File: src/common/thor_mini_pkg.sv
// Shared core definitions; word addresses are 8 bits wide and every memory access is a 64-bit octa
package thor_mini_pkg;

	// ==================================================
	// Widths
	// ==================================================

	// Word address width giving a 256-word RAM
	localparam int addr_w = 8;
	// Register and data width
	localparam int xlen = 64;
	localparam int nregs = 32;
	localparam int reg_w = $clog2(nregs);
	// Immediate field of an instruction
	localparam int imm_w = 14;
	// Upper immediate bits supplied by an EXI prefix
	localparam int exi_w = 24;

	// Arbiter slots in priority order
	localparam int peer_host = 0;
	localparam int peer_lsu = 1;
	localparam int peer_fetch = 2;
	localparam int npeers = 3;

	// ==================================================
	// Instruction format
	// ==================================================

	typedef enum logic [7:0] {
		NOP  = 8'h00,
		ADDI = 8'h01,
		ANDI = 8'h02,
		ORI  = 8'h03,
		XORI = 8'h04,
		EXI  = 8'h05,
		LDO  = 8'h06,
		STO  = 8'h07,
		JMP  = 8'h08,
		HALT = 8'h09
	} opcode_t;

	// Opcode sits in the low byte
	typedef struct packed {
		logic [imm_w-1:0] imm;
		logic [reg_w-1:0] ra;
		logic [reg_w-1:0] rt;
		opcode_t opcode;
	} instr_t;

	// Only octa is produced for now
	typedef enum logic [1:0] {byt, wyde, tetra, octa} memsz_t;

	// Decoder output handed from fetch to execute
	typedef struct packed {
		logic [reg_w-1:0] ra;
		logic [reg_w-1:0] rt;
		logic [xlen-1:0] imm;
		logic rfwr;
		logic ld;
		logic st;
		logic jmp;
		logic halt;
		opcode_t alu_op;
		memsz_t memsz;
	} decode_t;

	// One memory request on a bus
	typedef struct packed {
		logic we;
		logic [addr_w-1:0] addr;
		logic [xlen-1:0] wdata;
	} mem_req_t;

endpackage

File: src/common/mem_bus_if.sv
// Valid/ready memory bus; a read returns exactly one cycle after acceptance and only one request may be outstanding
`timescale 1ns/1ps
interface mem_bus_if;
	import thor_mini_pkg::*;

	// Request channel
	logic valid;
	logic ready;
	mem_req_t req;

	// Read return one cycle after acceptance
	logic rvalid;
	logic [xlen-1:0] rdata;

	// Peer side that issues requests
	modport requester (
		output valid,
		output req,
		input ready,
		input rvalid,
		input rdata
	);

	// Side that answers requests
	modport memory (
		input valid,
		input req,
		output ready,
		output rvalid,
		output rdata
	);

endinterface

File: src/core/thor_decoder.sv
// Purely combinational decode of the supported opcode subset; an EXI prefix widens the immediate to 38 bits
`timescale 1ns/1ps
module thor_decoder (
	input thor_mini_pkg::instr_t ir,
	input thor_mini_pkg::instr_t xir,
	input logic xir_valid,
	output thor_mini_pkg::decode_t deco
);
	import thor_mini_pkg::*;

	logic [xlen-1:0] imm;
	logic wr;

	always_comb
	begin
		// Ops that produce a register result
		case (ir.opcode)
		ADDI, ANDI, ORI, XORI, LDO, JMP:
			wr = 1'b1;
		default:
			wr = 1'b0;
		endcase

		// Immediate padding per opcode
		case (ir.opcode)
		ADDI, LDO, STO, JMP:
			imm = {{(xlen-imm_w){ir.imm[imm_w-1]}}, ir.imm};
		// Ones above keep the upper bits of ra
		ANDI:
			imm = {{(xlen-imm_w){1'b1}}, ir.imm};
		// Zeros above touch only the low bits
		ORI, XORI:
			imm = {{(xlen-imm_w){1'b0}}, ir.imm};
		default:
			imm = '0;
		endcase

		// Prefix supplies the upper 24 bits
		// Sign taken from bit 37 of the combined value
		if (xir_valid && xir.opcode == EXI)
			imm = {{(xlen-exi_w-imm_w){xir[31]}}, xir[31:8], ir.imm};

		deco.ra = ir.ra;
		deco.rt = ir.rt;
		deco.imm = imm;
		// Register 0 is never a write target
		deco.rfwr = wr && (ir.rt != '0);
		deco.ld = (ir.opcode == LDO);
		deco.st = (ir.opcode == STO);
		deco.jmp = (ir.opcode == JMP);
		deco.halt = (ir.opcode == HALT);
		// Raw opcode selects the ALU function
		deco.alu_op = ir.opcode;
		deco.memsz = octa;
	end

endmodule

File: src/core/thor_fetch.sv
// In-order fetch with one read in flight; it idles after JMP or HALT until redirect and accepts start only while idle
`timescale 1ns/1ps
module thor_fetch (
	input logic clk,
	input logic reset,
	input logic start,
	mem_bus_if.requester fetch_bus,
	input logic redirect_valid,
	input logic [thor_mini_pkg::addr_w-1:0] redirect_pc,
	output logic issue_valid,
	input logic issue_ready,
	output logic [thor_mini_pkg::addr_w-1:0] issue_pc,
	output thor_mini_pkg::decode_t issue_deco
);
	import thor_mini_pkg::*;

	typedef enum logic [1:0] {st_idle, st_req, st_wait, st_issue} state_t;

	state_t state;
	logic [addr_w-1:0] pc;
	instr_t ir;
	instr_t xir;
	logic xir_valid;
	instr_t rd_ir;

	// Instruction sits in the low word of the returned octa
	assign rd_ir = instr_t'(fetch_bus.rdata[31:0]);

	thor_decoder i_thor_decoder (
		.ir(ir),
		.xir(xir),
		.xir_valid(xir_valid),
		.deco(issue_deco)
	);

	// Fetch is read only
	assign fetch_bus.valid = (state == st_req);
	assign fetch_bus.req = '{we: 1'b0, addr: pc, wdata: '0};
	assign issue_valid = (state == st_issue);
	assign issue_pc = pc;

	// ==================================================
	// Fetch sequencer
	// ==================================================
	always_ff @(posedge clk)
	begin
		if (reset)
		begin
			state <= st_idle;
			pc <= '0;
			xir_valid <= 1'b0;
		end
		else
		begin
			case (state)
			st_idle:
				if (start)
				begin
					pc <= '0;
					xir_valid <= 1'b0;
					state <= st_req;
				end
				else if (redirect_valid)
				begin
					pc <= redirect_pc;
					xir_valid <= 1'b0;
					state <= st_req;
				end
			st_req:
				if (fetch_bus.ready)
					state <= st_wait;
			st_wait:
				if (fetch_bus.rvalid)
				begin
					// A prefix is held and the next word fetched at once
					if (rd_ir.opcode == EXI)
					begin
						xir_valid <= 1'b1;
						pc <= pc + 1'b1;
						state <= st_req;
					end
					else
						state <= st_issue;
				end
			st_issue:
				if (issue_ready)
				begin
					xir_valid <= 1'b0;
					// No speculation past a control transfer
					if (issue_deco.jmp || issue_deco.halt)
						state <= st_idle;
					else
					begin
						pc <= pc + 1'b1;
						state <= st_req;
					end
				end
			default:
				state <= st_idle;
			endcase
		end
	end

	// Instruction and prefix capture
	always_ff @(posedge clk)
	begin
		if (state == st_wait && fetch_bus.rvalid)
		begin
			if (rd_ir.opcode == EXI)
				xir <= rd_ir;
			else
				ir <= rd_ir;
		end
	end

	// Issue payload holds while execute stalls
	a_issue_stable: assert property (@(posedge clk) disable iff (reset)
		issue_valid && !issue_ready |=> $stable(issue_pc) && $stable(issue_deco));

endmodule

File: src/flat_wrapper.sv
// flat-port wrapper written by rule: the top's interface ports become plain ports
module thor_fetch_flat import thor_mini_pkg::*;
  (clk, reset, start, redirect_valid, redirect_pc, issue_valid, issue_ready, issue_pc, issue_deco, fetch_bus_valid, fetch_bus_req, fetch_bus_ready, fetch_bus_rvalid, fetch_bus_rdata);
  mem_bus_if fetch_bus_i ();
  input logic clk;
  input logic reset;
  input logic start;
  input logic redirect_valid;
  input logic [thor_mini_pkg::addr_w-1:0] redirect_pc;
  output logic issue_valid;
  input logic issue_ready;
  output logic [thor_mini_pkg::addr_w-1:0] issue_pc;
  output thor_mini_pkg::decode_t issue_deco;
  output wire logic [$bits(fetch_bus_i.valid)-1:0] fetch_bus_valid;
  output wire logic [$bits(fetch_bus_i.req)-1:0] fetch_bus_req;
  input wire logic [$bits(fetch_bus_i.ready)-1:0] fetch_bus_ready;
  input wire logic [$bits(fetch_bus_i.rvalid)-1:0] fetch_bus_rvalid;
  input wire logic [$bits(fetch_bus_i.rdata)-1:0] fetch_bus_rdata;
  assign fetch_bus_valid = fetch_bus_i.valid;
  assign fetch_bus_req = fetch_bus_i.req;
  assign fetch_bus_i.ready = fetch_bus_ready;
  assign fetch_bus_i.rvalid = fetch_bus_rvalid;
  assign fetch_bus_i.rdata = fetch_bus_rdata;
  thor_fetch u_core (.clk(clk), .reset(reset), .start(start), .fetch_bus(fetch_bus_i), .redirect_valid(redirect_valid), .redirect_pc(redirect_pc), .issue_valid(issue_valid), .issue_ready(issue_ready), .issue_pc(issue_pc), .issue_deco(issue_deco));
endmodule
File: config.mk
export PLATFORM = sky130hd
export DESIGN_NAME = thor_fetch_flat
export DESIGN_NICKNAME = d
export VERILOG_FILES = /design/src/common/thor_mini_pkg.sv /design/src/common/mem_bus_if.sv /design/src/core/thor_decoder.sv /design/src/core/thor_fetch.sv /design/src/flat_wrapper.sv
export SDC_FILE = /design/constraint.sdc
export NUM_CORES = 1
export LEC_CHECK = 0
export ABC_AREA = 0
export BUFFER_PORTS_ARGS = -buffer_cell sky130_fd_sc_hd__buf_2
export CORE_MARGIN = 10
export CORE_UTILIZATION = 44
export DETAILED_ROUTE_END_ITERATION = 8
export MAX_ROUTING_LAYER = met4
export PLACE_DENSITY = 0.79
export SLEW_MARGIN = 20
export SYNTH_ARGS = -nofsm -noshare
export SYNTH_HDL_FRONTEND = slang
export SYNTH_SLANG_ARGS = --single-unit
File: constraint.sdc
create_clock -name clk -period 5.2 [get_ports clk]
set_input_delay 0.52 -clock clk [delete_from_list [all_inputs] [get_ports clk]]
set_output_delay 0.52 -clock clk [all_outputs]
set_load 0.01 [all_outputs]
==> impl_results.md <==
- Status: finished clean
- Area Overhead vs Synth: 10.0%
- CTS tree: built
- FILL cells: 834
- CP arrival: 2950 ps
- Internal power: 1.01 mW
- PortBufs: 151
- Post-synthesis sequential area ratio: 0.518
- Worst r2r src: u_core.state[1]
- Cells after DPL: 549
- Hold endpoint: u_core.xir[21]
- Nets: 529
- TritonRoute pass-1 iters: 6
- CTS buffer count: 9
- Clock Latency Late Sink: 350 ps
- Clock tree buffer depth: 2
- Cell Pwr Density: 313 nW/µm²
- CP max stage cell: o211a_2
- EDFF count, synth: 64
- Post-CTS resize count: 0
- CP Launch Type: flip-flop
- Sw frac: 0.293
- Layout cells sized above 1: 0.405
- Mean Syn Cell Area: 11.7 µm²
- Flop pwr share: 0.517
- Hold slack: 351 ps
- Post-route ant nets: 0
- Util after Layout: 0.494
- R2R setup slack: 2890 ps
- Global-route wire length before repair: 14.6 mm
- Required @ worst endpoint: 4680 ps
- Synth Flop Type: edfxtp_1
- Via count of the first global-routing pass: 2820
- Net Switching: 417 µW
- Cells taking the most area after synthesis: edfxtp_1, buf_4, dfxtp_1
- Syn Std Cell Area: 4130 µm²
- Setup Viol. Count Final: 0
- Final instance count without filler cells: 565
- Clk network pwr share: 0.325
- Postcts setup bufs: 0
- Initial DRC Count: 228
- WL final: 10.4 mm
- Static Leak: 2.25 nW
- Synth warnings: 0
- Post-CTS Hold Buffers: 0
- Final HPWL from detailed placement: 8.10 mm
- Routed via count: 2818
- Hold path cells: 1
- Tot GR Track Use: 0.142
- # Max-Cap Violations: 0
- Worst-Margin Slew: 950 ps
- Worst Hold Launch: fetch_bus_rdata[21]
- Final max-slew violation count: 0
- RePlAce Congestion: 0.843
- Clock transition at path regs: 90 ps
- Antenna violations before repair: 0
- Cell taking the most area after synthesis: edfxtp_1
- Clock skew: 12.1 ps
- Worst min-delay path class: in2reg
- Die height: 117 µm
- H-tree levels: 3
- VDD IR-drop max: 197 µV
- Die Width: 117 µm
- Commonest cells post-synth: buf_4, edfxtp_1, a21o_1
- Crit-path max FO: 27
- Clock root buffer: clkbuf_8
- RSZ-0062 raised after global routing: false
- Relative slew slack: 0.363
- R2R cell count: 3
- Synthesized flop and latch total: 75
- Largest stage delay on the critical path: 560 ps
- Gate count of the mapped netlist: 354
- Starting Density: 0.449
- Final instance area: 4550 µm²
- Placed cell areas: 4340 µm²
- R2R Path End: u_core.ir[31]
- Crit Path Class: reg2out
- Final worst-path cycle share: 0.668
- Crit path cell chain: or3b_2 > a21oi_1 > o211a_2 > a21o_1 > buf_2
- Grt total ovfl: 0
- Comb power frac: 0.158
- Shortest period the worst path allows: 3470 ps
- Top Ports: 251
- Hold Vio Cnt, Final: 0
- Yosys cell types: 54
- Row count: 35
- Residual DRC: 0
- CP endpoint kind: output port
- Pin count of the biggest net entering global routing: 33
- Fin Setup TNS: 0 ps
- Top-count cell post-synth: buf_4
- DR WL/cell: 18.5 µm
- Yosys top cell area share: 0.465
- Highest clock rate: 288 MHz
- WP buf/inv: 1
- Drt via density: 4.99
- Num Clock Sinks: 75
- Crit path max-delay family: compound AO/OA/AOI/OAI gates
- Die area: 13700 µm²
- Area of the core: 9200 µm²
- Diodes inserted: 0
- Async set-or-reset flop fraction in the synthesized netlist: 0
placed cells by master (no fill, tap or decap), types with 3 or more instances in the layout:
master    count
a21o_1       24
a22oi_1       3
a31oi_1       8
a211oi_1      8
nor2_1        8
conb_1       67
nor2b_1       7
a21oi_1       5
and3_1        3
buf_2       151
inv_6         3
nand3_1       8
a21boi_0     12
clkbuf_8      9
edfxtp_1     64
o21a_1        4
nand2_1       8
dfxtp_1      11
layout make-up:
type	count	area, µm²	share of cell area
Sequential cell	75	2140	0.471
Multi-Input combinational cell	208	1280	0.282
Timing Repair Buffer	153	771	0.170
Tap cell	111	139	0.0305
Clock buffer	9	124	0.0272
Clock inverter	7	82.6	0.0182
Inverter	2	7.51	0.00165
layer usage:
metal / routed length [µm] / track usage / up-vias
met3: 1140 / 0.0398 / 23
met4: 282 / 0.0708 / 0
met2: 5270 / 0.245 / 162
met5: 0 / - / -
met1: 3750 / 0.147 / 1347
li1: - / - / 1286
power by group through the flow:
stage | Clock, mW | Sequential (mW) | Combinational [mW]
final | 0.463 | 0.737 | 0.225
after global routing | 0.497 | 0.743 | 0.247
after CTS | 0.469 | 0.736 | 0.224
after detailed placement | 0 | 0.750 | 0.223
after global placement | 0 | 0.746 | 0.216
after floorplan | 0 | 0.736 | 0.213
flip-flops by register name, indices dropped and copies added, names as in the netlist:
name              flops
u_core.xir           32
u_core.ir            32
u_core.state          2
u_core.issue_pc       8
u_core.xir_valid      1
how the worst max path moves through the flow:
stage	cells past startpoint	slack (ps)	to	start
2_1_floorplan	2	1360	u_core.xir[0]	fetch_bus_rdata[5]
3_3_place_gp	5	2090	issue_deco[70]	u_core.xir[3]
3_5_place_dp	5	2050	issue_deco[74]	u_core.ir[1]
4_1_cts	5	1650	issue_deco[74]	u_core.ir[1]
5_1_grt	5	1420	issue_deco[56]	u_core.ir[1]
6_report	5	1730	issue_deco[74]	u_core.ir[1]
per-stage QoR:
stage / setup slack [ps] / power, mW
after CTS: 1650 / 1.43
final: 1730 / 1.42
after floorplan: 1360 / 0.948
after global placement: 2090 / 0.963
after global routing: 1420 / 1.49
after detailed placement: 2050 / 0.972
kinds of logic (layout without fill, tap and decap cells):
kind of cell | count (synthesis) | in the layout | share of synthesized area
DFF | 75 | 75 | 0.518
xor gates and xnor gates | 2 | 2 | 0.00424
and+or+nand+nor | 56 | 56 | 0.0863
adders and majority gates | 1 | 1 | 0.00303
AOI/OAI and AO/OA | 76 | 76 | 0.135
other | 2 | 67 | 0.00182
buffers and inverters | 136 | 171 | 0.236
muxes | 6 | 6 | 0.0157
(Power assumes the default switching activity.)
