**config.mk**
```make
export PLATFORM = sky130hd
export DESIGN_NAME = thor_execute_flat
export DESIGN_NICKNAME = d
export VERILOG_FILES = /design/src/common/thor_mini_pkg.sv /design/src/common/mem_bus_if.sv /design/src/core/thor_execute.sv /design/src/flat_wrapper.sv
export SDC_FILE = /design/constraint.sdc
export NUM_CORES = 2
export LEC_CHECK = 0
export BUFFER_PORTS_ARGS = -buffer_cell sky130_fd_sc_hd__buf_2
export CORE_MARGIN = 2
export CORE_UTILIZATION = 40
export DETAILED_ROUTE_END_ITERATION = 6
export SLEW_MARGIN = 20
export SYNTH_ARGS = -nofsm -noshare
export SYNTH_HDL_FRONTEND = slang
export SYNTH_SLANG_ARGS = --single-unit
export TNS_END_PERCENT = 5
```
**constraint.sdc**
```tcl
create_clock -name clk -period 10.72 [get_ports clk]
set_input_delay 2.68 -clock clk [delete_from_list [all_inputs] [get_ports clk]]
set_output_delay 2.68 -clock clk [all_outputs]
set_load 0.1 [all_outputs]
```
**src/common/thor_mini_pkg.sv**
```systemverilog
// Shared core definitions; word addresses are 8 bits wide and every memory access is a 64-bit octa
package thor_mini_pkg;

	// ==================================================
	// Widths
	// ==================================================

	// Word address width giving a 256-word RAM
	localparam int addr_w = 8;
	// Register and data width
	localparam int xlen = 64;
	localparam int nregs = 32;
	localparam int reg_w = $clog2(nregs);
	// Immediate field of an instruction
	localparam int imm_w = 14;
	// Upper immediate bits supplied by an EXI prefix
	localparam int exi_w = 24;

	// Arbiter slots in priority order
	localparam int peer_host = 0;
	localparam int peer_lsu = 1;
	localparam int peer_fetch = 2;
	localparam int npeers = 3;

	// ==================================================
	// Instruction format
	// ==================================================

	typedef enum logic [7:0] {
		NOP  = 8'h00,
		ADDI = 8'h01,
		ANDI = 8'h02,
		ORI  = 8'h03,
		XORI = 8'h04,
		EXI  = 8'h05,
		LDO  = 8'h06,
		STO  = 8'h07,
		JMP  = 8'h08,
		HALT = 8'h09
	} opcode_t;

	// Opcode sits in the low byte
	typedef struct packed {
		logic [imm_w-1:0] imm;
		logic [reg_w-1:0] ra;
		logic [reg_w-1:0] rt;
		opcode_t opcode;
	} instr_t;

	// Only octa is produced for now
	typedef enum logic [1:0] {byt, wyde, tetra, octa} memsz_t;

	// Decoder output handed from fetch to execute
	typedef struct packed {
		logic [reg_w-1:0] ra;
		logic [reg_w-1:0] rt;
		logic [xlen-1:0] imm;
		logic rfwr;
		logic ld;
		logic st;
		logic jmp;
		logic halt;
		opcode_t alu_op;
		memsz_t memsz;
	} decode_t;

	// One memory request on a bus
	typedef struct packed {
		logic we;
		logic [addr_w-1:0] addr;
		logic [xlen-1:0] wdata;
	} mem_req_t;

endpackage

```
**src/common/mem_bus_if.sv**
```systemverilog
// Valid/ready memory bus; a read returns exactly one cycle after acceptance and only one request may be outstanding
`timescale 1ns/1ps
interface mem_bus_if;
	import thor_mini_pkg::*;

	// Request channel
	logic valid;
	logic ready;
	mem_req_t req;

	// Read return one cycle after acceptance
	logic rvalid;
	logic [xlen-1:0] rdata;

	// Peer side that issues requests
	modport requester (
		output valid,
		output req,
		input ready,
		input rvalid,
		input rdata
	);

	// Side that answers requests
	modport memory (
		input valid,
		input req,
		output ready,
		output rvalid,
		output rdata
	);

endinterface

```
**src/core/thor_execute.sv**
```systemverilog
// Single-issue execute; register 0 reads as zero and loads and stores stall issue until they complete
`timescale 1ns/1ps
module thor_execute (
	input logic clk,
	input logic reset,
	input logic issue_valid,
	output logic issue_ready,
	input logic [thor_mini_pkg::addr_w-1:0] issue_pc,
	input thor_mini_pkg::decode_t issue_deco,
	mem_bus_if.requester lsu_bus,
	output logic redirect_valid,
	output logic [thor_mini_pkg::addr_w-1:0] redirect_pc,
	output logic retire_valid,
	output logic [thor_mini_pkg::addr_w-1:0] retire_pc,
	output logic [thor_mini_pkg::reg_w-1:0] retire_rt,
	output logic retire_wr,
	output logic [thor_mini_pkg::xlen-1:0] retire_value,
	output logic halted
);
	import thor_mini_pkg::*;

	typedef enum logic [1:0] {st_ready, st_mreq, st_mwait} state_t;

	state_t state;
	logic [xlen-1:0] rf [nregs];
	logic [xlen-1:0] rs_a;
	logic [xlen-1:0] rs_t;
	logic [xlen-1:0] sum;
	logic [xlen-1:0] result;
	logic [addr_w-1:0] link_pc;
	logic [addr_w-1:0] jmp_tgt;
	logic accept;
	logic mem_op;
	mem_req_t mreq;
	logic wr_en;
	logic [reg_w-1:0] wr_idx;
	logic [xlen-1:0] wr_data;

	assign issue_ready = (state == st_ready);
	assign accept = issue_valid && issue_ready;
	assign mem_op = issue_deco.ld || issue_deco.st;

	// Register 0 reads as zero
	assign rs_a = (issue_deco.ra == '0) ? '0 : rf[issue_deco.ra];
	// Store data comes from rt
	assign rs_t = (issue_deco.rt == '0) ? '0 : rf[issue_deco.rt];
	// Shared adder for ADDI and the load/store address
	assign sum = rs_a + issue_deco.imm;
	assign link_pc = issue_pc + 1'b1;
	// Word-relative jump wraps within the address space
	assign jmp_tgt = issue_pc + issue_deco.imm[addr_w-1:0];

	// ==================================================
	// ALU
	// ==================================================
	always_comb
	begin
		case (issue_deco.alu_op)
		ADDI:
			result = sum;
		ANDI:
			result = rs_a & issue_deco.imm;
		ORI:
			result = rs_a | issue_deco.imm;
		XORI:
			result = rs_a ^ issue_deco.imm;
		// Link value
		JMP:
			result = xlen'(link_pc);
		default:
			result = '0;
		endcase
	end

	// Single write port shared by ALU results and load returns
	always_comb
	begin
		if (state == st_mwait)
		begin
			wr_en = lsu_bus.rvalid && retire_wr;
			wr_idx = retire_rt;
			wr_data = lsu_bus.rdata;
		end
		else
		begin
			wr_en = accept && !mem_op && issue_deco.rfwr;
			wr_idx = issue_deco.rt;
			wr_data = result;
		end
	end

	assign lsu_bus.valid = (state == st_mreq);
	assign lsu_bus.req = mreq;

	// ==================================================
	// Control and retire strobes
	// ==================================================
	always_ff @(posedge clk)
	begin
		if (reset)
		begin
			state <= st_ready;
			retire_valid <= 1'b0;
			redirect_valid <= 1'b0;
			halted <= 1'b0;
		end
		else
		begin
			// Strobes are single-cycle pulses
			retire_valid <= 1'b0;
			redirect_valid <= 1'b0;
			case (state)
			st_ready:
				if (accept)
				begin
					if (mem_op)
						state <= st_mreq;
					else
					begin
						retire_valid <= 1'b1;
						redirect_valid <= issue_deco.jmp;
						if (issue_deco.halt)
							halted <= 1'b1;
					end
				end
			st_mreq:
				if (lsu_bus.ready)
				begin
					// Store retires on acceptance
					if (mreq.we)
					begin
						retire_valid <= 1'b1;
						state <= st_ready;
					end
					else
						state <= st_mwait;
				end
			st_mwait:
				if (lsu_bus.rvalid)
				begin
					retire_valid <= 1'b1;
					state <= st_ready;
				end
			default:
				state <= st_ready;
			endcase
		end
	end

	// Payload and register file
	always_ff @(posedge clk)
	begin
		if (accept)
		begin
			retire_pc <= issue_pc;
			retire_rt <= issue_deco.rt;
			retire_wr <= issue_deco.rfwr;
			retire_value <= result;
			redirect_pc <= jmp_tgt;
			mreq <= '{we: issue_deco.st, addr: sum[addr_w-1:0], wdata: rs_t};
		end
		else if (state == st_mreq && lsu_bus.ready && mreq.we)
			retire_value <= mreq.wdata;
		else if (state == st_mwait && lsu_bus.rvalid)
			retire_value <= lsu_bus.rdata;
		if (wr_en && wr_idx != '0)
			rf[wr_idx] <= wr_data;
	end

	// A load request on the bus is never followed by a retirement before its data returns
	a_no_early_retire: assert property (@(posedge clk) disable iff (reset)
		lsu_bus.valid && !lsu_bus.req.we |=> !retire_valid);

endmodule

```
**src/flat_wrapper.sv**
```systemverilog
// flat-port wrapper written by rule: the top's interface ports become plain ports
module thor_execute_flat import thor_mini_pkg::*;
  (clk, reset, issue_valid, issue_ready, issue_pc, issue_deco, redirect_valid, redirect_pc, retire_valid, retire_pc, retire_rt, retire_wr, retire_value, halted, lsu_bus_valid, lsu_bus_req, lsu_bus_ready, lsu_bus_rvalid, lsu_bus_rdata);
  mem_bus_if lsu_bus_i ();
  input logic clk;
  input logic reset;
  input logic issue_valid;
  output logic issue_ready;
  input logic [thor_mini_pkg::addr_w-1:0] issue_pc;
  input thor_mini_pkg::decode_t issue_deco;
  output logic redirect_valid;
  output logic [thor_mini_pkg::addr_w-1:0] redirect_pc;
  output logic retire_valid;
  output logic [thor_mini_pkg::addr_w-1:0] retire_pc;
  output logic [thor_mini_pkg::reg_w-1:0] retire_rt;
  output logic retire_wr;
  output logic [thor_mini_pkg::xlen-1:0] retire_value;
  output logic halted;
  output wire logic [$bits(lsu_bus_i.valid)-1:0] lsu_bus_valid;
  output wire logic [$bits(lsu_bus_i.req)-1:0] lsu_bus_req;
  input wire logic [$bits(lsu_bus_i.ready)-1:0] lsu_bus_ready;
  input wire logic [$bits(lsu_bus_i.rvalid)-1:0] lsu_bus_rvalid;
  input wire logic [$bits(lsu_bus_i.rdata)-1:0] lsu_bus_rdata;
  assign lsu_bus_valid = lsu_bus_i.valid;
  assign lsu_bus_req = lsu_bus_i.req;
  assign lsu_bus_i.ready = lsu_bus_ready;
  assign lsu_bus_i.rvalid = lsu_bus_rvalid;
  assign lsu_bus_i.rdata = lsu_bus_rdata;
  thor_execute u_core (.clk(clk), .reset(reset), .issue_valid(issue_valid), .issue_ready(issue_ready), .issue_pc(issue_pc), .issue_deco(issue_deco), .lsu_bus(lsu_bus_i), .redirect_valid(redirect_valid), .redirect_pc(redirect_pc), .retire_valid(retire_valid), .retire_pc(retire_pc), .retire_rt(retire_rt), .retire_wr(retire_wr), .retire_value(retire_value), .halted(halted));
endmodule
```
==> results.py <==
metrics = {
    "run_status": {
        "run_status": "complete, but fails checks",
        "failing_checks": "DRC",
    },
    "finish": {
        "filler_cell_count": 22826,
        "finish.instance_area_um2": 124000,
        "multi_input_comb_area_um2": 41000,
        "share_of_cells_above_drive_strength_1_pct": 35.7,
        "areaGrowthSynthToFinish_pct": 13.6,
        "num-nets-final": 6530,
        "area.sequential_um2": 66400,
    },
    "logic_synthesis": {
        "synth_top_cell_by_area": "sky130_fd_sc_hd__edfxtp_1",
        "number_of_synthesized_flops_with_an_enable_pin": 2207,
        "mappedNetlistArea_um2": 109000,
        "dominantRegCellSynth": "sky130_fd_sc_hd__edfxtp_1",
        "per_instance_average_area_after_synthesis_um2": 18.6,
        "synth.top_cell.area_share_pct": 60.8,
        "synth.top_cells.by_area": "sky130_fd_sc_hd__edfxtp_1 61%, sky130_fd_sc_hd__mux4_2 26%, sky130_fd_sc_hd__ha_1 1.6%",
        "ff_latch_count_synth": 2212,
        "synth_async_sr_flop_share_pct": 0,
        "ys_seq_area_share_pct": 60.9,
        "post_synth_inst_count": 5842,
        "synth_cell_type_count": 92,
        "synth.yosys.warnings": 0,
    },
    "sta": {
        "grt_setup_unrepaired": "false",
        "share_of_the_clock_period_used_by_the_worst_path_after_layout_pct": 82.0,
        "max-slew-margin-rel_pct": 18.8,
        "fmaxAchievable_mhz": 114,
        "finalSetupTns_ps": 0,
        "finalHoldViolations": 0,
        "timing_max_transition_violations_final": 0,
        "finalClockSkew_ps": 89.3,
        "final.min_clock_period_ps": 8790,
        "tightestPinTransition_ps": 1220,
        "finalSetupViolations": 0,
    },
    "floorplanning": {
        "die-height_um": 526,
        "die_span_x_um": 526,
        "fp.coreArea_um2": 271000,
        "dieArea_um2": 276000,
        "io_pins": 330,
        "placementRows": 191,
        "floorplan.initialDensity_pct": 40.2,
    },
    "route": {
        "num_vias": 64380,
        "detailed_routing_iterations_pass_1": 7,
        "drc": 1,
        "wirelength_mm": 361,
        "drt_first_iter_violations": 8106,
        "antenna_left": 0,
        "wire_per_inst_um": 36.1,
        "post_drt_via_cell_ratio": 6.43,
    },
    "clocking": {
        "post_cts.repair.setup_buffers": 0,
        "clkSinkCount": 2212,
        "worstSkewPairLatency_ps": 910,
        "clock-root-buffer": "sky130_fd_sc_hd__clkbuf_16",
        "cts_tree": "done",
        "hold_fix_buffers_cts": 0,
        "cts_buffer_count": 229,
        "clk_pin_slew_worst_paths_ps": 60,
        "clockBufferDepth": 3,
        "htree_levels": 4,
        "postCtsResizedCells": 0,
    },
    "worst_setup_path": {
        "timing.reg2reg.setup_slack_ps": 4400,
        "cp-start-kind": "input port",
        "cp_max_fo": 60,
        "timing_worst_setup_path_type": "input port to register",
        "timing.critical_path.required_ps": 11440,
        "critPathCaptureType": "register",
        "crit_arrival_ps": 9520,
    },
    "placed_design": {
        "dpl_cell_area_um2": 116000,
        "io_buffers": 327,
        "detailed_place_hpwl_mm": 205,
        "finalWeightedCongestion": 0.906,
    },
    "power": {
        "switching_fraction_pct": 26.0,
        "vdd_drop_max_v": 0.000135,
        "intPower_mw": 15.1,
        "powerDensity_nw_per_um2": 165,
        "p_seq_share_pct": 47.6,
        "power_leakage_nw": 41.4,
        "netSwitchingPower_mw": 5.31,
        "clkPwrFrac_pct": 39.5,
        "power.combinational.fraction_pct": 12.9,
    },
    "global_route": {
        "grt_overflow_total": 0,
        "first_global_vias": 64458,
        "grt_max_degree": 115,
        "grt_pass1_wl_mm": 501,
        "grt_antenna_before_repair": 38,
        "groute.usage.overall_pct": 25.8,
    },
    "job": {
        "maxCapViolCount": 0,
    },
    "worst_hold_path": {
        "hold_path.class": "register to register",
    },
}
[area by class of cell]
cell class,instances,share of cell area (%)
Sequential cell,2212,53.6
Multi-Input combinational cell,3086,33.1
Clock buffer,273,4.78
Tap cell,3570,3.61
Timing Repair Buffer,528,2.99
Clock inverter,153,1.31
Inverter,169,0.519
Antenna cell,27,0.0546
[Yosys cell counts (all sizes together), types with 6 or more instances]
library cell and count:
a211oi 41, a21boi 9, a21o 107, a21oi 144, a221o 6, a221oi 7
a31o 8, a31oi 24, and2 6, and3 17, buf 146, clkbuf 291
edfxtp 2207, ha 136, inv 168, mux2 49, mux2i 116, mux4 1276
nand2 272, nand2b 70, nand3 32, nand3b 7, nand4 25, nor2 266
nor2b 9, nor3 31, nor3b 6, nor4 10, o211a 6, o211ai 20
o21a 12, o21ai 156, o21bai 16, o221ai 6, o22ai 13, o31a 9
o31ai 10, o32ai 6, or3 8, xnor2 12, xor2 9
[flip-flops by register name (all words and copies together), names as in the netlist]
signal                 cells
u_core.retire_rt           5
u_core.retire_pc           8
u_core.state               2
u_core.retire_value       64
u_core.halted              1
u_core.retire_wr           1
u_core.lsu_bus.req        73
u_core.redirect_valid      1
u_core.rf               2048
u_core.redirect_pc         8
u_core.retire_valid        1
[placed cells by master, fill, tap and decap left out, types with 31 or more instances in the layout]
cell                           n
sky130_fd_sc_hd__edfxtp_1   2207
sky130_fd_sc_hd__mux4_2     1276
sky130_fd_sc_hd__buf_2       316
sky130_fd_sc_hd__nand2_1     271
sky130_fd_sc_hd__nor2_1      234
sky130_fd_sc_hd__clkbuf_16   230
sky130_fd_sc_hd__inv_1       167
sky130_fd_sc_hd__buf_4       165
sky130_fd_sc_hd__o21ai_0     140
sky130_fd_sc_hd__ha_1        136
sky130_fd_sc_hd__a21oi_1     125
sky130_fd_sc_hd__mux2i_1     116
sky130_fd_sc_hd__a21o_1      106
sky130_fd_sc_hd__nand2b_1     69
sky130_fd_sc_hd__conb_1       64
sky130_fd_sc_hd__clkinv_1     50
sky130_fd_sc_hd__clkinv_2     50
sky130_fd_sc_hd__mux2_2       49
sky130_fd_sc_hd__clkbuf_1     43
sky130_fd_sc_hd__a211oi_1     37
sky130_fd_sc_hd__buf_12       37
sky130_fd_sc_hd__nor2_4       32
sky130_fd_sc_hd__nor3_1       31
[power groups by stage]
stage	Clock, mW	Combinational [mW]	Sequential [mW]
floorplan	0	1.40	10.3
global placement	0	2.61	9.90
detailed placement	0	2.63	9.90
CTS	8.19	2.63	9.72
global route	8.50	2.77	9.72
finish	8.07	2.64	9.72
[cells by family (layout without fill, tap and decap cells)]
kind of cell | count (synthesis) | count (layout) | share of synthesized area [%]
AOI/OAI and AO/OA | 642 | 642 | 3.87
xor gates and xnor gates | 21 | 21 | 0.169
adders and majority gates | 138 | 138 | 1.60
buffers and inverters | 607 | 1123 | 2.21
DFF | 2212 | 2212 | 60.9
muxes | 1441 | 1441 | 28.0
other | 1 | 91 | 0.00344
and+or+nand+nor | 780 | 780 | 3.26
[stage by stage]
| step | setup WS, ps | util [%] | total power, mW | hold WS, ps | std cells |
|---|---|---|---|---|---|
| after detailed placement | 1040 | 42.9 | 12.5 | 453 | 9565 |
| after global placement | 1060 | 42.8 | 12.5 | 456 | 9564 |
| after global routing | 1460 | 45.7 | 21.0 | 525 | 9997 |
| final | 1930 | 45.7 | 20.4 | 458 | 10018 |
| after floorplan | 1680 | - | 11.7 | 617 | 5905 |
| after CTS | 1990 | 45.6 | 20.5 | 466 | 9991 |
[worst max-delay path, cell delays in order]
cell                        delay (ps)
sky130_fd_sc_hd__buf_8             590
sky130_fd_sc_hd__buf_12            400
sky130_fd_sc_hd__mux4_2            580
sky130_fd_sc_hd__mux4_2            470
sky130_fd_sc_hd__nand2_1           110
sky130_fd_sc_hd__a21o_1            180
sky130_fd_sc_hd__inv_1              80
sky130_fd_sc_hd__fa_1              440
sky130_fd_sc_hd__a21o_1            230
sky130_fd_sc_hd__a221o_2           440
sky130_fd_sc_hd__a41o_2            310
sky130_fd_sc_hd__o21ai_4           250
sky130_fd_sc_hd__a31o_4            280
sky130_fd_sc_hd__o21ai_1           210
sky130_fd_sc_hd__a311oi_1          350
sky130_fd_sc_hd__o2bb2ai_1         330
sky130_fd_sc_hd__o21ai_1           950
sky130_fd_sc_hd__buf_4             350
[per-layer routing]
layer	routed length (µm)	track usage, %	vias to the layer above
li1	-	-	25426
met1	138000	34.7	34788
met2	173000	41.1	3512
met3	34700	5.02	634
met4	15500	10.8	20
met5	125	0	-
[final timing paths]
path,from,endpoint,cells after the start
worst max-delay path,issue_deco[84],u_core.rf[24][58],18
worst max register to register,u_core.rf[23][0],u_core.rf[24][58],16
worst min-delay path,u_core.halted,u_core.halted,2
worst min register to register,u_core.halted,u_core.halted,2
No activity file was read; power rests on OpenSTA's default activity.
