[config.mk]
export PLATFORM = sky130hd
export DESIGN_NAME = mem_arbiter_flat
export DESIGN_NICKNAME = d
export VERILOG_FILES = /design/src/common/thor_mini_pkg.sv /design/src/common/mem_bus_if.sv /design/src/memory/mem_arbiter.sv /design/src/flat_wrapper.sv
export SDC_FILE = /design/constraint.sdc
export NUM_CORES = 1
export LEC_CHECK = 0
export ABC_AREA = 1
export BUFFER_PORTS_ARGS = -buffer_cell sky130_fd_sc_hd__buf_4
export CORE_AREA = 4 4 217 219
export CTS_CLUSTER_SIZE = 16
export DETAILED_ROUTE_END_ITERATION = 7
export DIE_AREA = 0 0 221 223
export GPL_ROUTABILITY_DRIVEN = 1
export SYNTH_ARGS = -nofsm -noshare
export SYNTH_HDL_FRONTEND = slang
export SYNTH_SLANG_ARGS = --single-unit
[constraint.sdc]
create_clock -name clk -period 1.42 [get_ports clk]
set_clock_uncertainty 0.05 [all_clocks]
set_input_delay 0.071 -clock clk [delete_from_list [all_inputs] [get_ports clk]]
set_output_delay 0.071 -clock clk [all_outputs]
set_load 0.005 [all_outputs]
[src/common/thor_mini_pkg.sv]
// Shared core definitions; word addresses are 8 bits wide and every memory access is a 64-bit octa
package thor_mini_pkg;

	// ==================================================
	// Widths
	// ==================================================

	// Word address width giving a 256-word RAM
	localparam int addr_w = 8;
	// Register and data width
	localparam int xlen = 64;
	localparam int nregs = 32;
	localparam int reg_w = $clog2(nregs);
	// Immediate field of an instruction
	localparam int imm_w = 14;
	// Upper immediate bits supplied by an EXI prefix
	localparam int exi_w = 24;

	// Arbiter slots in priority order
	localparam int peer_host = 0;
	localparam int peer_lsu = 1;
	localparam int peer_fetch = 2;
	localparam int npeers = 3;

	// ==================================================
	// Instruction format
	// ==================================================

	typedef enum logic [7:0] {
		NOP  = 8'h00,
		ADDI = 8'h01,
		ANDI = 8'h02,
		ORI  = 8'h03,
		XORI = 8'h04,
		EXI  = 8'h05,
		LDO  = 8'h06,
		STO  = 8'h07,
		JMP  = 8'h08,
		HALT = 8'h09
	} opcode_t;

	// Opcode sits in the low byte
	typedef struct packed {
		logic [imm_w-1:0] imm;
		logic [reg_w-1:0] ra;
		logic [reg_w-1:0] rt;
		opcode_t opcode;
	} instr_t;

	// Only octa is produced for now
	typedef enum logic [1:0] {byt, wyde, tetra, octa} memsz_t;

	// Decoder output handed from fetch to execute
	typedef struct packed {
		logic [reg_w-1:0] ra;
		logic [reg_w-1:0] rt;
		logic [xlen-1:0] imm;
		logic rfwr;
		logic ld;
		logic st;
		logic jmp;
		logic halt;
		opcode_t alu_op;
		memsz_t memsz;
	} decode_t;

	// One memory request on a bus
	typedef struct packed {
		logic we;
		logic [addr_w-1:0] addr;
		logic [xlen-1:0] wdata;
	} mem_req_t;

endpackage

[src/common/mem_bus_if.sv]
// Valid/ready memory bus; a read returns exactly one cycle after acceptance and only one request may be outstanding
`timescale 1ns/1ps
interface mem_bus_if;
	import thor_mini_pkg::*;

	// Request channel
	logic valid;
	logic ready;
	mem_req_t req;

	// Read return one cycle after acceptance
	logic rvalid;
	logic [xlen-1:0] rdata;

	// Peer side that issues requests
	modport requester (
		output valid,
		output req,
		input ready,
		input rvalid,
		input rdata
	);

	// Side that answers requests
	modport memory (
		input valid,
		input req,
		output ready,
		output rvalid,
		output rdata
	);

endinterface

[src/memory/mem_arbiter.sv]
// Fixed priority of host then lsu then fetch with no fairness; a losing peer waits until the winners go idle
`timescale 1ns/1ps
module mem_arbiter (
	input logic clk,
	input logic reset,
	mem_bus_if.memory host_bus,
	mem_bus_if.memory lsu_bus,
	mem_bus_if.memory fetch_bus,
	mem_bus_if.requester ram_bus
);
	import thor_mini_pkg::*;

	logic [npeers-1:0] grant;
	// Peer whose read returns next cycle
	logic [npeers-1:0] owner;
	mem_req_t sel_req;

	// Priority select
	always_comb
	begin
		grant = '0;
		sel_req = fetch_bus.req;
		if (host_bus.valid)
		begin
			grant[peer_host] = 1'b1;
			sel_req = host_bus.req;
		end
		else if (lsu_bus.valid)
		begin
			grant[peer_lsu] = 1'b1;
			sel_req = lsu_bus.req;
		end
		else if (fetch_bus.valid)
			grant[peer_fetch] = 1'b1;
	end

	assign ram_bus.valid = |grant;
	assign ram_bus.req = sel_req;

	// Ready only to the winner
	assign host_bus.ready = grant[peer_host] && ram_bus.ready;
	assign lsu_bus.ready = grant[peer_lsu] && ram_bus.ready;
	assign fetch_bus.ready = grant[peer_fetch] && ram_bus.ready;

	always_ff @(posedge clk)
	begin
		if (reset)
			owner <= '0;
		else if (ram_bus.valid && ram_bus.ready && !sel_req.we)
			owner <= grant;
		else
			owner <= '0;
	end

	// Read data is shared and rvalid picks the owner
	assign host_bus.rvalid = ram_bus.rvalid && owner[peer_host];
	assign lsu_bus.rvalid = ram_bus.rvalid && owner[peer_lsu];
	assign fetch_bus.rvalid = ram_bus.rvalid && owner[peer_fetch];
	assign host_bus.rdata = ram_bus.rdata;
	assign lsu_bus.rdata = ram_bus.rdata;
	assign fetch_bus.rdata = ram_bus.rdata;

	a_grant_onehot: assert property (@(posedge clk) disable iff (reset) $onehot0(grant));

	// Every returning read belongs to exactly one peer
	a_read_owner: assert property (@(posedge clk) disable iff (reset)
		ram_bus.rvalid |-> $onehot(owner));

endmodule

[src/flat_wrapper.sv]
// flat-port wrapper written by rule: the top's interface ports become plain ports
module mem_arbiter_flat import thor_mini_pkg::*;
  (clk, reset, host_bus_valid, host_bus_req, host_bus_ready, host_bus_rvalid, host_bus_rdata, lsu_bus_valid, lsu_bus_req, lsu_bus_ready, lsu_bus_rvalid, lsu_bus_rdata, fetch_bus_valid, fetch_bus_req, fetch_bus_ready, fetch_bus_rvalid, fetch_bus_rdata, ram_bus_valid, ram_bus_req, ram_bus_ready, ram_bus_rvalid, ram_bus_rdata);
  mem_bus_if host_bus_i ();
  mem_bus_if lsu_bus_i ();
  mem_bus_if fetch_bus_i ();
  mem_bus_if ram_bus_i ();
  input logic clk;
  input logic reset;
  input wire logic [$bits(host_bus_i.valid)-1:0] host_bus_valid;
  input wire logic [$bits(host_bus_i.req)-1:0] host_bus_req;
  output wire logic [$bits(host_bus_i.ready)-1:0] host_bus_ready;
  output wire logic [$bits(host_bus_i.rvalid)-1:0] host_bus_rvalid;
  output wire logic [$bits(host_bus_i.rdata)-1:0] host_bus_rdata;
  input wire logic [$bits(lsu_bus_i.valid)-1:0] lsu_bus_valid;
  input wire logic [$bits(lsu_bus_i.req)-1:0] lsu_bus_req;
  output wire logic [$bits(lsu_bus_i.ready)-1:0] lsu_bus_ready;
  output wire logic [$bits(lsu_bus_i.rvalid)-1:0] lsu_bus_rvalid;
  output wire logic [$bits(lsu_bus_i.rdata)-1:0] lsu_bus_rdata;
  input wire logic [$bits(fetch_bus_i.valid)-1:0] fetch_bus_valid;
  input wire logic [$bits(fetch_bus_i.req)-1:0] fetch_bus_req;
  output wire logic [$bits(fetch_bus_i.ready)-1:0] fetch_bus_ready;
  output wire logic [$bits(fetch_bus_i.rvalid)-1:0] fetch_bus_rvalid;
  output wire logic [$bits(fetch_bus_i.rdata)-1:0] fetch_bus_rdata;
  output wire logic [$bits(ram_bus_i.valid)-1:0] ram_bus_valid;
  output wire logic [$bits(ram_bus_i.req)-1:0] ram_bus_req;
  input wire logic [$bits(ram_bus_i.ready)-1:0] ram_bus_ready;
  input wire logic [$bits(ram_bus_i.rvalid)-1:0] ram_bus_rvalid;
  input wire logic [$bits(ram_bus_i.rdata)-1:0] ram_bus_rdata;
  assign host_bus_i.valid = host_bus_valid;
  assign host_bus_i.req = host_bus_req;
  assign host_bus_ready = host_bus_i.ready;
  assign host_bus_rvalid = host_bus_i.rvalid;
  assign host_bus_rdata = host_bus_i.rdata;
  assign lsu_bus_i.valid = lsu_bus_valid;
  assign lsu_bus_i.req = lsu_bus_req;
  assign lsu_bus_ready = lsu_bus_i.ready;
  assign lsu_bus_rvalid = lsu_bus_i.rvalid;
  assign lsu_bus_rdata = lsu_bus_i.rdata;
  assign fetch_bus_i.valid = fetch_bus_valid;
  assign fetch_bus_i.req = fetch_bus_req;
  assign fetch_bus_ready = fetch_bus_i.ready;
  assign fetch_bus_rvalid = fetch_bus_i.rvalid;
  assign fetch_bus_rdata = fetch_bus_i.rdata;
  assign ram_bus_valid = ram_bus_i.valid;
  assign ram_bus_req = ram_bus_i.req;
  assign ram_bus_i.ready = ram_bus_ready;
  assign ram_bus_i.rvalid = ram_bus_rvalid;
  assign ram_bus_i.rdata = ram_bus_rdata;
  mem_arbiter u_core (.clk(clk), .reset(reset), .host_bus(host_bus_i), .lsu_bus(lsu_bus_i), .fetch_bus(fetch_bus_i), .ram_bus(ram_bus_i));
endmodule
==> results.cfg, run 1 <==
[worst_setup_path]
crit_path_max_fanout = 38
cpMaxStageDelayCell = sky130_fd_sc_hd__buf_12
worstPathCellList = buf_4, inv_2, nand2_2, clkinv_2, buf_12, nand2_1, nand3_1, buf_4
worst_ep_required_time_ns = 1.30
setup.worst_path.class = in -> out
critPathArrivalTime_ns = 1.12
timing.critical_path.mode_cell = sky130_fd_sc_hd__buf_4
end_kind = output port
path_delay_family = buffers and inverters
critical_path.n_buffers_inverters = 5
worst_path_largest_cell_delay_ns = 0.19
timing.critical_path.from_type = input pin

[synth]
synth_area_per_cell_um2 = 5.57
syn_nets = 823
flop_and_latch_count_out_of_synthesis = 3
synth_warnings = 0
synth.yosys.seq_area_share = 0.0202
synth.distinct_cells = 14
synthesis.instances = 533
synth_area_um2 = 2970

[route]
via_count = 3609
totalWireLength_um = 16600
ant_nets = 0
drt_iter0_drc = 139
drc_errors = 0
firstDrtPassIters = 4
detail_route.vias_per_cell = 2.92
route.detailed.wl_per_inst_um = 13.5

[placement]
preCtsSetupSlack_ns = 0.153
placed_area_um2 = 4500
dp_hpwl_um = 14700
finalWeightedCongestion = 0.774
numPortBuffers = 305

[worst_hold_path]
min_path_type = in -> out
min_delay_path_depth = 0
min_from = ram_bus_rdata[49]
worst_hold_path.endpoint = fetch_bus_rdata[49]

[clock_network]
ctsHtreeMaxLevel = 1
post_cts_hold_buffer_count = 0
cts_tree = built
clkSinkCount = 3
number_of_buffers_inserted_during_clock_tree_synthesis = 3
cts_setup_buffers = 0
clock_tree.root_cell = sky130_fd_sc_hd__clkbuf_16
ctsLongestPathBuffers = 2
postCtsResizedCells = 0

[layout]
areaGrowthSynthToFinish_pct = 54.5
layout.cells.most_common = sky130_fd_sc_hd__buf_4
most-common-layout-cells = sky130_fd_sc_hd__buf_4 (306), sky130_fd_sc_hd__nand2_1 (225), sky130_fd_sc_hd__nand3_1 (74)
final_util = 0.102
footprint_of_the_flip_flops_and_latches_um2 = 60.1
layout_top_registers = u_core.owner x3
final_nets = 924
final.fill_count = 5302
final_layout_size_suffix_gt1_frac = 0.504
largest_register_ffs = 3
fin_area_um2 = 4580
multiInputGateArea_um2 = 1260
largest_register = u_core.owner

[global_routing]
grt_max_degree = 47
grt_util_met3 = 0.0317
busiest_layer = met2
grt_antenna_before_repair = 4
first_global_vias = 3628
globalRouteMet2Util = 0.0994
groute.layer.met1.usage = 0.0572
grt_pass1_wl_um = 22600
total_track_usage = 0.0598
grt.overflow.total = 0

[timing]
timing.fmax_ghz = 0.803
timing.slew.headroom = 0.722
setup_viol = 0
min_period_over_period = 0.877
worst-slew-pin-transition_ns = 0.416
worst_slack_ns = 0.175
final_max_slew_viol_count = 0
setup_repair_after_global_routing_missed_its_margin = false
report.final.hold_viol_count = 0
min_period_ns = 1.25
setup_total_negative_slack_ns = 0

[die]
fp.dieH_um = 223
initial_core_util = 0.0658
die_w_um = 221
core_area_um2 = 45100
placement_rows = 78
dieArea_um2 = 49300
pin_count = 562

[pwr]
power.static_leakage_nw = 2.30
vdd_ir_drop_max_v = 0.000600
power.density_nw_per_um2 = 385

[run]
max-cap-violations = 0

[run_status]
status = completed
-- cell usage after synthesis (all sizes together) --
cell | count | area [um2]
nor3 | 3 | 20.0
nand2 | 226 | 851
dfxtp | 3 | 60.1
buf | 212 | 1580
clkbuf | 3 | 41.3
inv | 8 | 30.0
nor2 | 4 | 17.5
nand3 | 74 | 370
-- metal layers --
layer | up-vias | part of all wire
li1 | 1656 | -
met1 | 1525 | 0.31
met2 | 322 | 0.46
met3 | 100 | 0.15
met4 | 6 | 0.078
met5 | - | 0.0022
-- worst max path at each step --
stage                         startpoint  cells after the start               to
after CTS                 host_bus_valid                      8   ram_bus_req[2]
final                     host_bus_valid                      8   ram_bus_req[2]
after global routing      host_bus_valid                      8   ram_bus_req[2]
after floorplan            lsu_bus_valid                      5  ram_bus_req[10]
after global placement    host_bus_valid                      8  ram_bus_req[58]
after detailed placement  host_bus_valid                      8   ram_bus_req[2]
-- cell type report --
cell class | count | share of cell area
Sequential cell | 3 | 0.0131
Timing Repair Buffer | 311 | 0.523
Tap cell | 600 | 0.164
Inverter | 8 | 0.00682
Antenna cell | 1 | 0.000546
Clock buffer | 4 | 0.0172
Multi-Input combinational cell | 307 | 0.276
-- power breakdown --
| part | total [mW] | internal (mW) | switching, mW |
|---|---|---|---|
| clock | 0.450 | 0.371 | 0.0789 |
| combinational | 1.23 | 0.749 | 0.480 |
| sequential | 0.0884 | 0.0868 | 0.00160 |
| total | 1.77 | 1.21 | 0.560 |
-- cells by family (layout without fill, tap and decap cells) --
logic type             count (synthesis)  count (layout)  synth area share
other                                  0               1                 0
buffers and inverters                223             323             0.556
DFF                                    3               3            0.0202
and+or+nand+nor                      307             307             0.424
-- stage by stage --
step | cells | hold slack [ns] | power [mW]
after detailed placement | 1229 | 0.0921 | 1.33
after global placement | 1229 | 0.0921 | 1.31
after CTS | 1233 | 0.0921 | 1.79
after floorplan | 533 | 0.164 | 0.882
after global routing | 1233 | 0.0920 | 1.89
final | 1234 | 0.0920 | 1.77
Power figures use the tool's default switching activity.
==> run 2, diff against run 1 <==
Settings changed: CELL_PAD_IN_SITES_DETAIL_PLACEMENT set to 2, CELL_PAD_IN_SITES_GLOBAL_PLACEMENT set to 2, PLACE_DENSITY_LB_ADDON set to 0.1.
==> results.cfg, run 2 (same netlist as run 1, synthesis figures left out) <==
[route]
drt_iter0_drc = 63
ant_nets = 0
totalWireLength_um = 18900
via_count = 3558
detail_route.vias_per_cell = 2.89
drc_errors = 0
firstDrtPassIters = 4
route.detailed.wl_per_inst_um = 15.3

[worst_setup_path]
timing.critical_path.from_type = input pin
timing.critical_path.mode_cell = sky130_fd_sc_hd__buf_4
path_delay_family = buffers and inverters
worstPathCellList = buf_4, nor2_4, buf_12, nand2_1, nand3_1, buf_4
critical_path.n_buffers_inverters = 3
critPathArrivalTime_ns = 1.05
crit_start = lsu_bus_valid
setup.worst_path.class = in -> out
endpoint = ram_bus_req[72]
path_depth = 6
worst_path_largest_cell_delay_ns = 0.26
worst_ep_required_time_ns = 1.30
end_kind = output port
crit_path_max_fanout = 38
cpMaxStageDelayCell = sky130_fd_sc_hd__buf_12

[clock_network]
postCtsResizedCells = 0
post_cts_hold_buffer_count = 0
number_of_buffers_inserted_during_clock_tree_synthesis = 3
clkSinkCount = 3
cts_setup_buffers = 0
ctsHtreeMaxLevel = 1
cts_tree = built
ctsLongestPathBuffers = 2
clock_tree.root_cell = sky130_fd_sc_hd__clkbuf_16

[layout]
layout_top_registers = u_core.owner x3
n_antenna_cell = 0
final_nets = 923
layout.cells.most_common = sky130_fd_sc_hd__buf_4
largest_register_ffs = 3
final_cell_count_no_fill = 1232
areaGrowthSynthToFinish_pct = 54.1
final_layout_size_suffix_gt1_frac = 0.503
most-common-layout-cells = sky130_fd_sc_hd__buf_4 (305), sky130_fd_sc_hd__nand2_1 (225), sky130_fd_sc_hd__nand3_1 (74)
largest_register = u_core.owner

[timing]
setup_viol = 0
timing.fmax_ghz = 0.854
min_period_ns = 1.17
report.final.hold_viol_count = 0
worst-slew-pin-transition_ns = 0.397
final_max_slew_viol_count = 0
timing.slew.headroom = 0.735
setup_repair_after_global_routing_missed_its_margin = false
setup_total_negative_slack_ns = 0
min_period_over_period = 0.824

[placement]
dp_hpwl_um = 15800
dp_cells = 1228
numPortBuffers = 305
finalWeightedCongestion = 0.712

[worst_hold_path]
min_path_type = in -> out

[pwr]
vdd_ir_drop_max_v = 0.000268
power.static_leakage_nw = 2.29
power.density_nw_per_um2 = 390

[die]
die_w_um = 221
placement_rows = 78
fp.dieH_um = 223
core_area_um2 = 45100
dieArea_um2 = 49300
pin_count = 562
initial_core_util = 0.0658

[global_routing]
grt_pass1_wl_um = 27200
grt_max_degree = 73
grt_antenna_before_repair = 0
first_global_vias = 4232
total_track_usage = 0.0713
grt.overflow.total = 0

[run]
max-cap-violations = 0

[run_status]
status = completed
[run 2: cell count changes in the layout (fill, tap and decap cells not counted), sizes merged]
| cell | before | now |
|---|---|---|
| buf | 311 | 310 |
| clkinv | 1 | 0 |
| diode | 1 | 0 |
| inv | 7 | 8 |
[run 2: metrics by stage]
stage / hold slack [ns] / area, um2 / utilization / setup slack [ns] / power, mW
after global placement: 0.0921 / 4490 / 0.0997 / 0.183 / 1.38
after global routing: 0.0920 / 4570 / 0.101 / 0.137 / 1.94
after floorplan: 0.164 / 2970 / - / 0.661 / 0.882
after detailed placement: 0.0921 / 4490 / 0.0997 / 0.186 / 1.39
after CTS: 0.0921 / 4570 / 0.101 / 0.185 / 1.85
final: 0.0920 / 4570 / 0.101 / 0.250 / 1.79
[run 2: per-layer routing]
layer	vias to the layer above	track usage	part of all wire
met4	0	0.0230	0.029
met1	1593	0.0644	0.32
met3	48	0.0299	0.10
met5	-	0	0
met2	266	0.143	0.55
li1	1651	-	-
[run 2: worst min-delay path by stage]
| stage | endpoint | startpoint | depth (start not counted) | slack (ns) |
|---|---|---|---|---|
| 3_3_place_gp | fetch_bus_rdata[19] | ram_bus_rdata[19] | 0 | 0.09 |
| 2_1_floorplan | fetch_bus_rvalid | ram_bus_rvalid | 2 | 0.16 |
| 4_1_cts | fetch_bus_rdata[19] | ram_bus_rdata[19] | 0 | 0.09 |
| 6_report | fetch_bus_rdata[34] | ram_bus_rdata[34] | 0 | 0.09 |
| 3_5_place_dp | fetch_bus_rdata[19] | ram_bus_rdata[19] | 0 | 0.09 |
| 5_1_grt | host_bus_rdata[47] | ram_bus_rdata[47] | 0 | 0.09 |
[run 2: layout make-up]
class | instances | area [um2]
fillers | 5507 | 40500
repair buffers | 310 | 2390
multi-input cells | 307 | 1260
well taps | 600 | 751
clock buffers | 4 | 78.8
flip-flops and latches | 3 | 60.1
inverters | 8 | 30.0
[run 2: report_power, final]
| part | internal [mW] | switching [mW] |
|---|---|---|
| sequential | 0.0868 | 0.000553 |
| clock | 0.370 | 0.0769 |
| combinational | 0.749 | 0.502 |
| total | 1.21 | 0.579 |
